## src/source/nand_consts.svh

```systemverilog
`ifndef NAND_CONSTS_SVH
`define NAND_CONSTS_SVH

// SPI clock timing
`define NAND_CLKS_PER_HALF_BIT 4   // System clocks per SPI half period
`define NAND_CS_GAP_CLKS       2   // Min clocks with chip select high between commands

// Field widths
`define NAND_BYTE_W            8
`define NAND_ADDR_W            24  // Address or address+data carried with the opcode

// Longest command: opcode plus three address bytes
`define NAND_MAX_CMD_BYTES     4

`endif

```

## src/source/nand_cmd_pkg.sv

```systemverilog
`include "nand_consts.svh"

package nand_cmd_pkg;

    // Opcodes of the serial NAND command set handled by the engine
    // Anything outside this list goes out as a lone opcode byte
    typedef enum logic [`NAND_BYTE_W-1:0] {
        RESET          = 8'hFF, // One byte
        WRITE_ENABLE   = 8'h06, // One byte
        WRITE_DISABLE  = 8'h04, // One byte
        GET_FEATURE    = 8'h0F, // Opcode, feature addr, dummy byte while chip returns data
        SET_FEATURE    = 8'h1F, // Opcode, feature addr, feature data
        PAGE_READ      = 8'h13, // Opcode + 24-bit row address
        CACHE_REQ_PAGE = 8'h30, // Opcode + 24-bit row address
        CACHE_LAST     = 8'h3F, // Opcode + 24-bit row address
        PROG_EXEC      = 8'h10, // Opcode + 24-bit row address
        BLOCK_ERASE    = 8'hD8  // Opcode + 24-bit row address
    } nand_opcode_e;

    // Host command, valid with its single-cycle strobe
    // Feature commands: address in [15:8], data in [7:0]
    typedef struct packed {
        logic [`NAND_BYTE_W-1:0] opcode;    // Raw byte so unknown opcodes pass through
        logic [`NAND_ADDR_W-1:0] addr_data;
    } nand_cmd_t;

endpackage

```

## src/source/spi_link_pkg.sv

```systemverilog
`include "nand_consts.svh"

package spi_link_pkg;

    // Sequencer to shifter, one byte per strobe
    typedef struct packed {
        logic                    stb;  // Only while shifter is ready
        logic [`NAND_BYTE_W-1:0] data; // Sent MSB first
        logic                    last; // Deselect chip after this byte
    } spi_tx_t;

    // Shifter to sequencer, one strobe per finished byte
    typedef struct packed {
        logic                    stb;
        logic [`NAND_BYTE_W-1:0] data; // Byte captured from MISO
    } spi_rx_t;

endpackage
```

## src/source/nand_cmd_ctrl.sv

```systemverilog
`timescale 1ns/1ps
`include "nand_consts.svh"

module nand_cmd_ctrl
    import nand_cmd_pkg::*;
    import spi_link_pkg::*;
(
    input  logic                    i_Clk,
    input  logic                    i_Rst_L,
    input  logic                    i_cmd_dv,
    input  nand_cmd_t               i_cmd,
    output logic                    o_cmd_ready,
    output logic                    o_feature_dv,
    output logic [`NAND_BYTE_W-1:0] o_feature_byte,
    output logic                    o_spi_clk,
    output logic                    o_spi_mosi,
    input  logic                    i_spi_miso,
    output logic                    o_spi_cs_n
);

    spi_tx_t w_tx;          // Bytes toward the chip
    spi_rx_t w_rx;          // Bytes back from the chip
    logic    w_tx_ready;

    nand_cmd_sequencer u_seq (
        .i_Clk          (i_Clk),
        .i_Rst_L        (i_Rst_L),
        .i_cmd_dv       (i_cmd_dv),
        .i_cmd          (i_cmd),
        .i_tx_ready     (w_tx_ready),
        .o_tx           (w_tx),
        .i_rx           (w_rx),
        .o_cmd_ready    (o_cmd_ready),
        .o_feature_dv   (o_feature_dv),
        .o_feature_byte (o_feature_byte)
    );

    spi_byte_master #(
        .CLKS_PER_HALF_BIT (`NAND_CLKS_PER_HALF_BIT)
    ) u_spi (
        .i_Clk      (i_Clk),
        .i_Rst_L    (i_Rst_L),
        .i_tx       (w_tx),
        .o_tx_ready (w_tx_ready),
        .o_rx       (w_rx),
        .o_spi_clk  (o_spi_clk),
        .o_spi_mosi (o_spi_mosi),
        .i_spi_miso (i_spi_miso),
        .o_spi_cs_n (o_spi_cs_n)
    );

endmodule

```

## src/source/nand_cmd_sequencer.sv

```systemverilog
`timescale 1ns/1ps
`include "nand_consts.svh"

module nand_cmd_sequencer
    import nand_cmd_pkg::*;
    import spi_link_pkg::*;
(
    input  logic                    i_Clk,
    input  logic                    i_Rst_L,
    input  logic                    i_cmd_dv,       // Single-cycle command strobe
    input  nand_cmd_t               i_cmd,
    input  logic                    i_tx_ready,     // Shifter can take a byte
    output spi_tx_t                 o_tx,
    input  spi_rx_t                 i_rx,
    output logic                    o_cmd_ready,
    output logic                    o_feature_dv,
    output logic [`NAND_BYTE_W-1:0] o_feature_byte
);

    localparam int CNT_W = $clog2(`NAND_MAX_CMD_BYTES + 1);

    logic                    r_busy;     // Command in flight
    nand_cmd_t               r_cmd;      // Latched host command
    logic [CNT_W-1:0]        r_len;      // Bytes in this command
    logic [CNT_W-1:0]        r_tx_cnt;   // Bytes offered so far
    logic [CNT_W-1:0]        r_rx_cnt;   // Bytes finished by the shifter
    logic                    r_tx_stb;
    logic                    r_tx_last;
    logic [`NAND_BYTE_W-1:0] r_tx_data;
    logic                    w_idle;
    logic                    w_accept;
    logic                    w_next;     // Offer the following byte
    logic                    w_feature;  // Third byte of a GET_FEATURE frame

    // Frame length by opcode
    function automatic logic [CNT_W-1:0] cmd_len(input logic [`NAND_BYTE_W-1:0] op);
        case (op)
            GET_FEATURE, SET_FEATURE:
                cmd_len = CNT_W'(3);
            PAGE_READ, CACHE_REQ_PAGE, CACHE_LAST, PROG_EXEC, BLOCK_ERASE:
                cmd_len = CNT_W'(`NAND_MAX_CMD_BYTES);
            default:
                cmd_len = CNT_W'(1);                    // Resets, write enables, unknowns
        endcase
    endfunction

    // Byte at position idx, opcode excluded (idx starts at 1)
    function automatic logic [`NAND_BYTE_W-1:0] cmd_byte(input nand_cmd_t cmd,
                                                         input logic [CNT_W-1:0] idx);
        logic [`NAND_BYTE_W-1:0] b;
        b = '0;
        case (cmd.opcode)
            SET_FEATURE, GET_FEATURE: begin
                if (idx == CNT_W'(1))
                    b = cmd.addr_data[15:8];            // Feature register address
                else if (cmd.opcode == SET_FEATURE)
                    b = cmd.addr_data[7:0];             // Value to write
                // GET_FEATURE clocks a zero byte while the chip answers
            end
            PAGE_READ, CACHE_REQ_PAGE, CACHE_LAST, PROG_EXEC, BLOCK_ERASE: begin
                case (idx)
                    CNT_W'(1): b = cmd.addr_data[23:16];
                    CNT_W'(2): b = cmd.addr_data[15:8];
                    default:   b = cmd.addr_data[7:0];
                endcase
            end
            default: b = '0;
        endcase
        return b;
    endfunction

    assign w_idle      = ~r_busy & i_tx_ready;       // Shifter also past its deselect gap
    assign w_accept    = w_idle & i_cmd_dv;
    assign o_cmd_ready = w_idle & ~i_cmd_dv;         // Drops as soon as a strobe lands

    // Skip the cycle right after a strobe, ready is still high there
    assign w_next = r_busy & i_tx_ready & ~r_tx_stb & (r_tx_cnt < r_len);

    assign w_feature = r_busy & i_rx.stb & (r_cmd.opcode == GET_FEATURE)
                     & (r_rx_cnt == CNT_W'(2));

    assign o_tx = '{stb: r_tx_stb, data: r_tx_data, last: r_tx_last};

    always_ff @(posedge i_Clk or negedge i_Rst_L) begin
        if (!i_Rst_L) begin
            r_busy       <= 1'b0;
            r_len        <= '0;
            r_tx_cnt     <= '0;
            r_rx_cnt     <= '0;
            r_tx_stb     <= 1'b0;
            r_tx_last    <= 1'b0;
            o_feature_dv <= 1'b0;
        end else begin
            r_tx_stb     <= 1'b0;                    // Strobes last one cycle
            o_feature_dv <= w_feature;
            if (w_accept) begin
                r_busy    <= 1'b1;
                r_len     <= cmd_len(i_cmd.opcode);
                r_tx_cnt  <= CNT_W'(1);              // Opcode goes out right away
                r_rx_cnt  <= '0;
                r_tx_stb  <= 1'b1;
                r_tx_last <= (cmd_len(i_cmd.opcode) == CNT_W'(1));
            end else if (r_busy) begin
                if (w_next) begin
                    r_tx_stb  <= 1'b1;
                    r_tx_last <= (r_tx_cnt == r_len - CNT_W'(1));
                    r_tx_cnt  <= r_tx_cnt + CNT_W'(1);
                end
                if (i_rx.stb) begin
                    r_rx_cnt <= r_rx_cnt + CNT_W'(1);
                    // Done once the final byte has shifted through
                    if (r_rx_cnt == r_len - CNT_W'(1))
                        r_busy <= 1'b0;
                end
            end
        end
    end

    // Payload path
    always_ff @(posedge i_Clk) begin
        if (w_accept) begin
            r_cmd     <= i_cmd;
            r_tx_data <= i_cmd.opcode;
        end else if (w_next) begin
            r_tx_data <= cmd_byte(r_cmd, r_tx_cnt);
        end
        if (w_feature)
            o_feature_byte <= i_rx.data;             // Held until the next GET_FEATURE
    end

endmodule

```

## src/source/spi_byte_master.sv

```systemverilog
`timescale 1ns/1ps
`include "nand_consts.svh"

module spi_byte_master
    import spi_link_pkg::*;
#(
    parameter int CLKS_PER_HALF_BIT = `NAND_CLKS_PER_HALF_BIT
) (
    input  logic    i_Clk,
    input  logic    i_Rst_L,
    input  spi_tx_t i_tx,
    output logic    o_tx_ready,
    output spi_rx_t o_rx,
    output logic    o_spi_clk,      // Mode 3, idles high
    output logic    o_spi_mosi,
    input  logic    i_spi_miso,
    output logic    o_spi_cs_n
);

    localparam int DIV_W  = $clog2(CLKS_PER_HALF_BIT + 1);
    localparam int EDGES  = 2 * `NAND_BYTE_W;            // Fall and rise per bit
    localparam int EDGE_W = $clog2(EDGES + 1);
    localparam int GAP_W  = $clog2(`NAND_CS_GAP_CLKS + 1);

    typedef enum logic [1:0] {
        IDLE,       // Chip deselected, waiting for a first byte
        ACTIVE,     // Chip select low, bytes shifting
        GAP         // Chip select high, holding off the next command
    } cs_state_e;

    cs_state_e               r_state;
    logic                    r_cs_n;
    logic                    r_ready;
    logic                    r_spi_clk;
    logic                    r_mosi;
    logic                    r_last;     // Current byte ends the frame
    logic                    r_rx_stb;
    logic [DIV_W-1:0]        r_div;      // Half-bit divider
    logic [EDGE_W-1:0]       r_edges;    // SPI clock edges left in the byte
    logic [GAP_W-1:0]        r_gap;
    logic [`NAND_BYTE_W-1:0] r_tx_shift;
    logic [`NAND_BYTE_W-1:0] r_rx_shift;
    logic                    w_load;
    logic                    w_tick;
    logic                    w_fall;
    logic                    w_rise;
    logic                    w_done;

    assign w_load = i_tx.stb & r_ready;
    assign w_tick = (r_edges != '0) & (r_div == DIV_W'(CLKS_PER_HALF_BIT - 1));
    assign w_fall = w_tick & r_spi_clk;                  // Launch edge
    assign w_rise = w_tick & ~r_spi_clk;                 // Sample edge
    assign w_done = w_rise & (r_edges == EDGE_W'(1));    // Eighth bit sampled here

    assign o_tx_ready = r_ready;
    assign o_rx       = '{stb: r_rx_stb, data: r_rx_shift};
    assign o_spi_clk  = r_spi_clk;
    assign o_spi_mosi = r_mosi;
    // Select the chip in the same cycle the first byte is offered
    assign o_spi_cs_n = r_cs_n & ~w_load;

    always_ff @(posedge i_Clk or negedge i_Rst_L) begin
        if (!i_Rst_L) begin
            r_state   <= IDLE;
            r_cs_n    <= 1'b1;
            r_ready   <= 1'b1;
            r_spi_clk <= 1'b1;
            r_mosi    <= 1'b1;
            r_last    <= 1'b0;
            r_rx_stb  <= 1'b0;
            r_div     <= '0;
            r_edges   <= '0;
            r_gap     <= '0;
        end else begin
            r_rx_stb <= w_done;

            // Bit timing
            if (w_load) begin
                r_ready <= 1'b0;
                r_edges <= EDGE_W'(EDGES);
                r_div   <= '0;
                r_last  <= i_tx.last;
            end else if (r_edges != '0) begin
                if (w_tick) begin
                    r_div     <= '0;
                    r_spi_clk <= ~r_spi_clk;
                    r_edges   <= r_edges - EDGE_W'(1);
                end else begin
                    r_div <= r_div + DIV_W'(1);
                end
            end

            if (w_fall)
                r_mosi <= r_tx_shift[`NAND_BYTE_W-1];    // MSB first

            // Chip select framing
            case (r_state)
                IDLE: begin
                    if (w_load) begin
                        r_state <= ACTIVE;
                        r_cs_n  <= 1'b0;
                    end
                end
                ACTIVE: begin
                    if (w_done) begin
                        if (r_last) begin
                            r_state <= GAP;
                            r_cs_n  <= 1'b1;
                            r_gap   <= GAP_W'(`NAND_CS_GAP_CLKS - 1);
                        end else begin
                            r_ready <= 1'b1;             // Next byte, CS stays low
                        end
                    end
                end
                GAP: begin
                    if (r_gap == '0) begin
                        r_ready <= 1'b1;
                        r_state <= IDLE;
                    end else begin
                        r_gap <= r_gap - GAP_W'(1);
                    end
                end
                default: r_state <= IDLE;
            endcase
        end
    end

    // Shift registers
    always_ff @(posedge i_Clk) begin
        if (w_load)
            r_tx_shift <= i_tx.data;
        else if (w_fall)
            r_tx_shift <= r_tx_shift << 1;
        if (w_rise)
            r_rx_shift <= {r_rx_shift[`NAND_BYTE_W-2:0], i_spi_miso};
    end

endmodule

```

## config.mk

```make
export PLATFORM = sky130hd
export DESIGN_NAME = nand_cmd_ctrl
export DESIGN_NICKNAME = d
export VERILOG_FILES = /design/src/source/nand_cmd_pkg.sv /design/src/source/spi_link_pkg.sv /design/src/source/nand_cmd_ctrl.sv /design/src/source/nand_cmd_sequencer.sv /design/src/source/spi_byte_master.sv
export VERILOG_INCLUDE_DIRS = /design/src /design/src/source
export SDC_FILE = /design/constraint.sdc
export NUM_CORES = 1
export LEC_CHECK = 0
export BUFFER_PORTS_ARGS = -buffer_cell sky130_fd_sc_hd__buf_2
export CAP_MARGIN = 15
export CELL_PAD_IN_SITES_DETAIL_PLACEMENT = 0
export CELL_PAD_IN_SITES_GLOBAL_PLACEMENT = 2
export CORE_AREA = 2 2 105 107
export CTS_BUF_LIST = sky130_fd_sc_hd__clkbuf_16
export CTS_CLUSTER_SIZE = 28
export DETAILED_ROUTE_END_ITERATION = 6
export DIE_AREA = 0 0 107 109
export PLACE_DENSITY_LB_ADDON = 0.1
export SLEW_MARGIN = 20
export SYNTH_ARGS = -nofsm -noshare
export SYNTH_HDL_FRONTEND = slang
export SYNTH_SLANG_ARGS = --single-unit
```

## constraint.sdc

```tcl
create_clock -name i_Clk -period 5 [get_ports i_Clk]
set_input_delay 0.25 -clock i_Clk [delete_from_list [all_inputs] [get_ports i_Clk]]
set_output_delay 0.25 -clock i_Clk [all_outputs]
set_load 0.05 [all_outputs]
```

==> impl_metrics.json <==
{
  "status": "complete, no violations",
  "yosys_warnings": 0,
  "synthDistinctLibCells": 55,
  "ys_seq_area_frac": 0.622,
  "viasPerCell": 5.03,
  "die-height_um": 109,
  "cts-htree-levels": 3,
  "regToRegSetupSlack_ns": 2.56,
  "place_inst": 536,
  "io-pin-count": 49,
  "synth_fp_nets": 411,
  "drc": 0,
  "drive_gt1_frac": 0.179,
  "drv_slew": 0,
  "skew_ns": 0.00625,
  "syn_area_mm2": 0.00434,
  "clock_latency_ns": 0.34,
  "p_leak_uw": 0.00198,
  "slew_headroom": 0.485,
  "drt_iter0_drc": 139,
  "min_to": "u_seq.r_cmd[23]",
  "end_kind": "flop",
  "grt_pass1_vias": 2839,
  "async_reset_ff_frac": 0.326,
  "routed-via-count": 2782,
  "clk_pin_slew_ns": 0.06,
  "ys_top_cells_by_area": "edfxtp_1 (44%), dfrtp_1 (16%), nand2_1 (5.4%)",
  "hold_class": "in -> reg",
  "synth.top_cells.by_count": "edfxtp_1 (64), nand2_1 (63), dfrtp_1 (27), nor2_1 (18), ha_1 (17)",
  "area_growth_pct": 15.8,
  "synth_top_area_share": 0.443,
  "dp_slack_ns": 2.55,
  "fin_cells": 553,
  "hold_ws_ns": 0.0803,
  "grt_overflow": 0,
  "initial_core_util": 0.409,
  "hold_viol_final": 0,
  "core_mm2": 0.0106,
  "crit_type": "reg -> reg",
  "gp_congestion": 0.739,
  "hold_buffers": 1,
  "dp_hpwl_mm": 6.17,
  "whs_path_depth": 1,
  "antenna_found_initial": 0,
  "cts.sinks": 95,
  "cp_max_fo": 10,
  "vdd_ir_drop_max_v": 0.000168,
  "final_nets": 461,
  "setup-tns-final_ns": 0,
  "wl_per_cell_um": 15.3,
  "power_density_mw_per_mm2": 311,
  "numCtsBuffers": 9,
  "die-area_mm2": 0.0117,
  "fin_crit_ns": 2.44,
  "max-cap-violations": 0,
  "final_antenna_net_count": 0,
  "synth_most_common_cell": "edfxtp_1",
  "r2r_start": "u_seq.r_tx_cnt[1]",
  "setup_ws_ns": 2.56,
  "setup_viol": 0,
  "min_from": "i_cmd[23]",
  "startpoint_type": "flop",
  "post_cts_buffers": 0,
  "rsz0062_at_grt": "no",
  "track_usage": 0.161,
  "period_share": 0.489,
  "yosysTopAreaCell": "edfxtp_1",
  "synth_top_flop_cell": "edfxtp_1",
  "die_w_um": 107,
  "dr.pass1.iters": 4,
  "fmax_mhz": 409,
  "synth_edf_count": 64,
  "arrival_ns": 2.53,
  "routed_wl_mm": 8.44,
  "r2r_cells": 7,
  "grt_pass1_wl_mm": 14.3,
  "port_buffers": 48,
  "worst_pin_slew_ns": 0.765,
  "grt_max_degree": 32,
  "reg2reg_to": "u_seq.r_tx_data[1]",
  "cts-root-buf": "clkbuf_16",
  "cts-resized-gates": 0,
  "clockBufferDepth": 2,
  "synth_cells": 358,
  "core.rowCount": 38,
  "final_util": 0.474,
  "cts_tree": "done",
  "synthesis.area_per_instance_um2": 12.1,
  "synth-seq-cells": 95,
  "n_antenna_cell": 0,
  "required_ns": 5.09
}
## kinds of logic (layout without fill, tap and decap cells)
kind of cell / after synthesis / count (layout) / synth area share
simple gates: 137 / 137 / 0.160
flops: 95 / 95 / 0.622
compound gates: 65 / 65 / 0.108
buf+inv: 27 / 82 / 0.0256
fa+ha+maj: 17 / 17 / 0.0490
xor+xnor: 16 / 16 / 0.0323
mux: 1 / 1 / 0.00259
## placed cells by master, fill, tap and decap left out, drive strengths merged, types with 3 or more instances in the layout
| master | count |
|---|---|
| a22oi | 15 |
| xnor2 | 6 |
| ha | 17 |
| edfxtp | 64 |
| nand3 | 15 |
| buf | 49 |
| or4 | 4 |
| a22o | 7 |
| and3 | 3 |
| a21oi | 12 |
| clkinv | 3 |
| nor2b | 4 |
| xor2 | 10 |
| nand4 | 3 |
| nor2 | 18 |
| nand2 | 64 |
| dfrtp | 27 |
| o21ai | 13 |
| nor4b | 4 |
| nor3 | 8 |
| and2 | 3 |
| inv | 18 |
| clkbuf | 9 |
| dfstp | 4 |
## flip-flops by register name, summed over array words and instances (netlist names)
signal,count
u_seq.r_tx_cnt,3
u_seq.r_tx_data,8
u_seq.o_feature_byte,8
u_spi.o_spi_mosi,1
u_seq.r_tx_stb,1
u_spi.r_cs_n,1
u_spi.r_edges,5
u_seq.r_len,3
u_spi.r_rx_stb,1
u_spi.r_last,1
u_spi.o_spi_clk,1
u_seq.r_tx_last,1
u_seq.r_cmd,32
u_spi.r_gap,2
u_spi.r_div,3
u_seq.o_feature_dv,1
u_spi.o_tx_ready,1
u_spi.r_state,2
u_spi.r_rx_shift,8
u_spi.r_tx_shift,8
u_seq.r_busy,1
u_seq.r_rx_cnt,3
## routing by layer
layer	up-vias	track usage	wire [um]
li1	1401	-	-
met1	1309	0.201	3830
met2	60	0.274	4160
met3	12	0.0293	289
met4	0	0.0742	159
met5	-	0	0
## power by group
part / switching [uW] / internal, uW / leakage [uW] / total [uW]
registers: 0 / 836 / 0.000904 / 836
logic: 15.2 / 11.3 / 0.000921 / 26.5
clock network: 272 / 430 / 0.000157 / 701
total: 287 / 1280 / 0.00198 / 1560
## layout make-up
cell class	instances	area, um2
Sequential cell	95	2700
Multi-Input combinational cell	236	1530
Tap cell	140	175
Inverter	16	60.1
Clock inverter	7	80.1
Clock buffer	9	225
Fill cell	956	5570
Timing Repair Buffer	50	258
## through the flow
step	instance area [um2]	power (uW)
after floorplan	4340	855
after global placement	4710	879
after detailed placement	4710	879
after CTS	5030	1580
after global routing	5030	1620
final	5030	1560
## worst max-delay path by stage
stage	to	depth (start not counted)	startpoint	slack, ns
after floorplan	u_seq.r_tx_data[2]	5	u_spi.o_tx_ready	2.54
after global placement	u_seq.r_tx_data[7]	7	u_seq.r_tx_cnt[1]	2.59
after detailed placement	u_seq.r_tx_data[7]	7	u_seq.r_tx_cnt[1]	2.55
after CTS	u_seq.r_tx_data[7]	7	u_seq.r_tx_cnt[1]	2.53
after global routing	u_seq.r_tx_data[0]	7	u_seq.r_tx_cnt[1]	2.32
final	u_seq.r_tx_data[1]	7	u_seq.r_tx_cnt[1]	2.56
## worst max-delay path: stages, from the launching register on
cell	delay, ns
dfrtp_1	0.46
inv_1	0.09
ha_1	0.36
nor2b_1	0.57
nor2b_1	0.26
a22o_1	0.23
a22oi_1	0.15
nand2_1	0.07
Note: power is estimated with default switching activity, not from simulation.
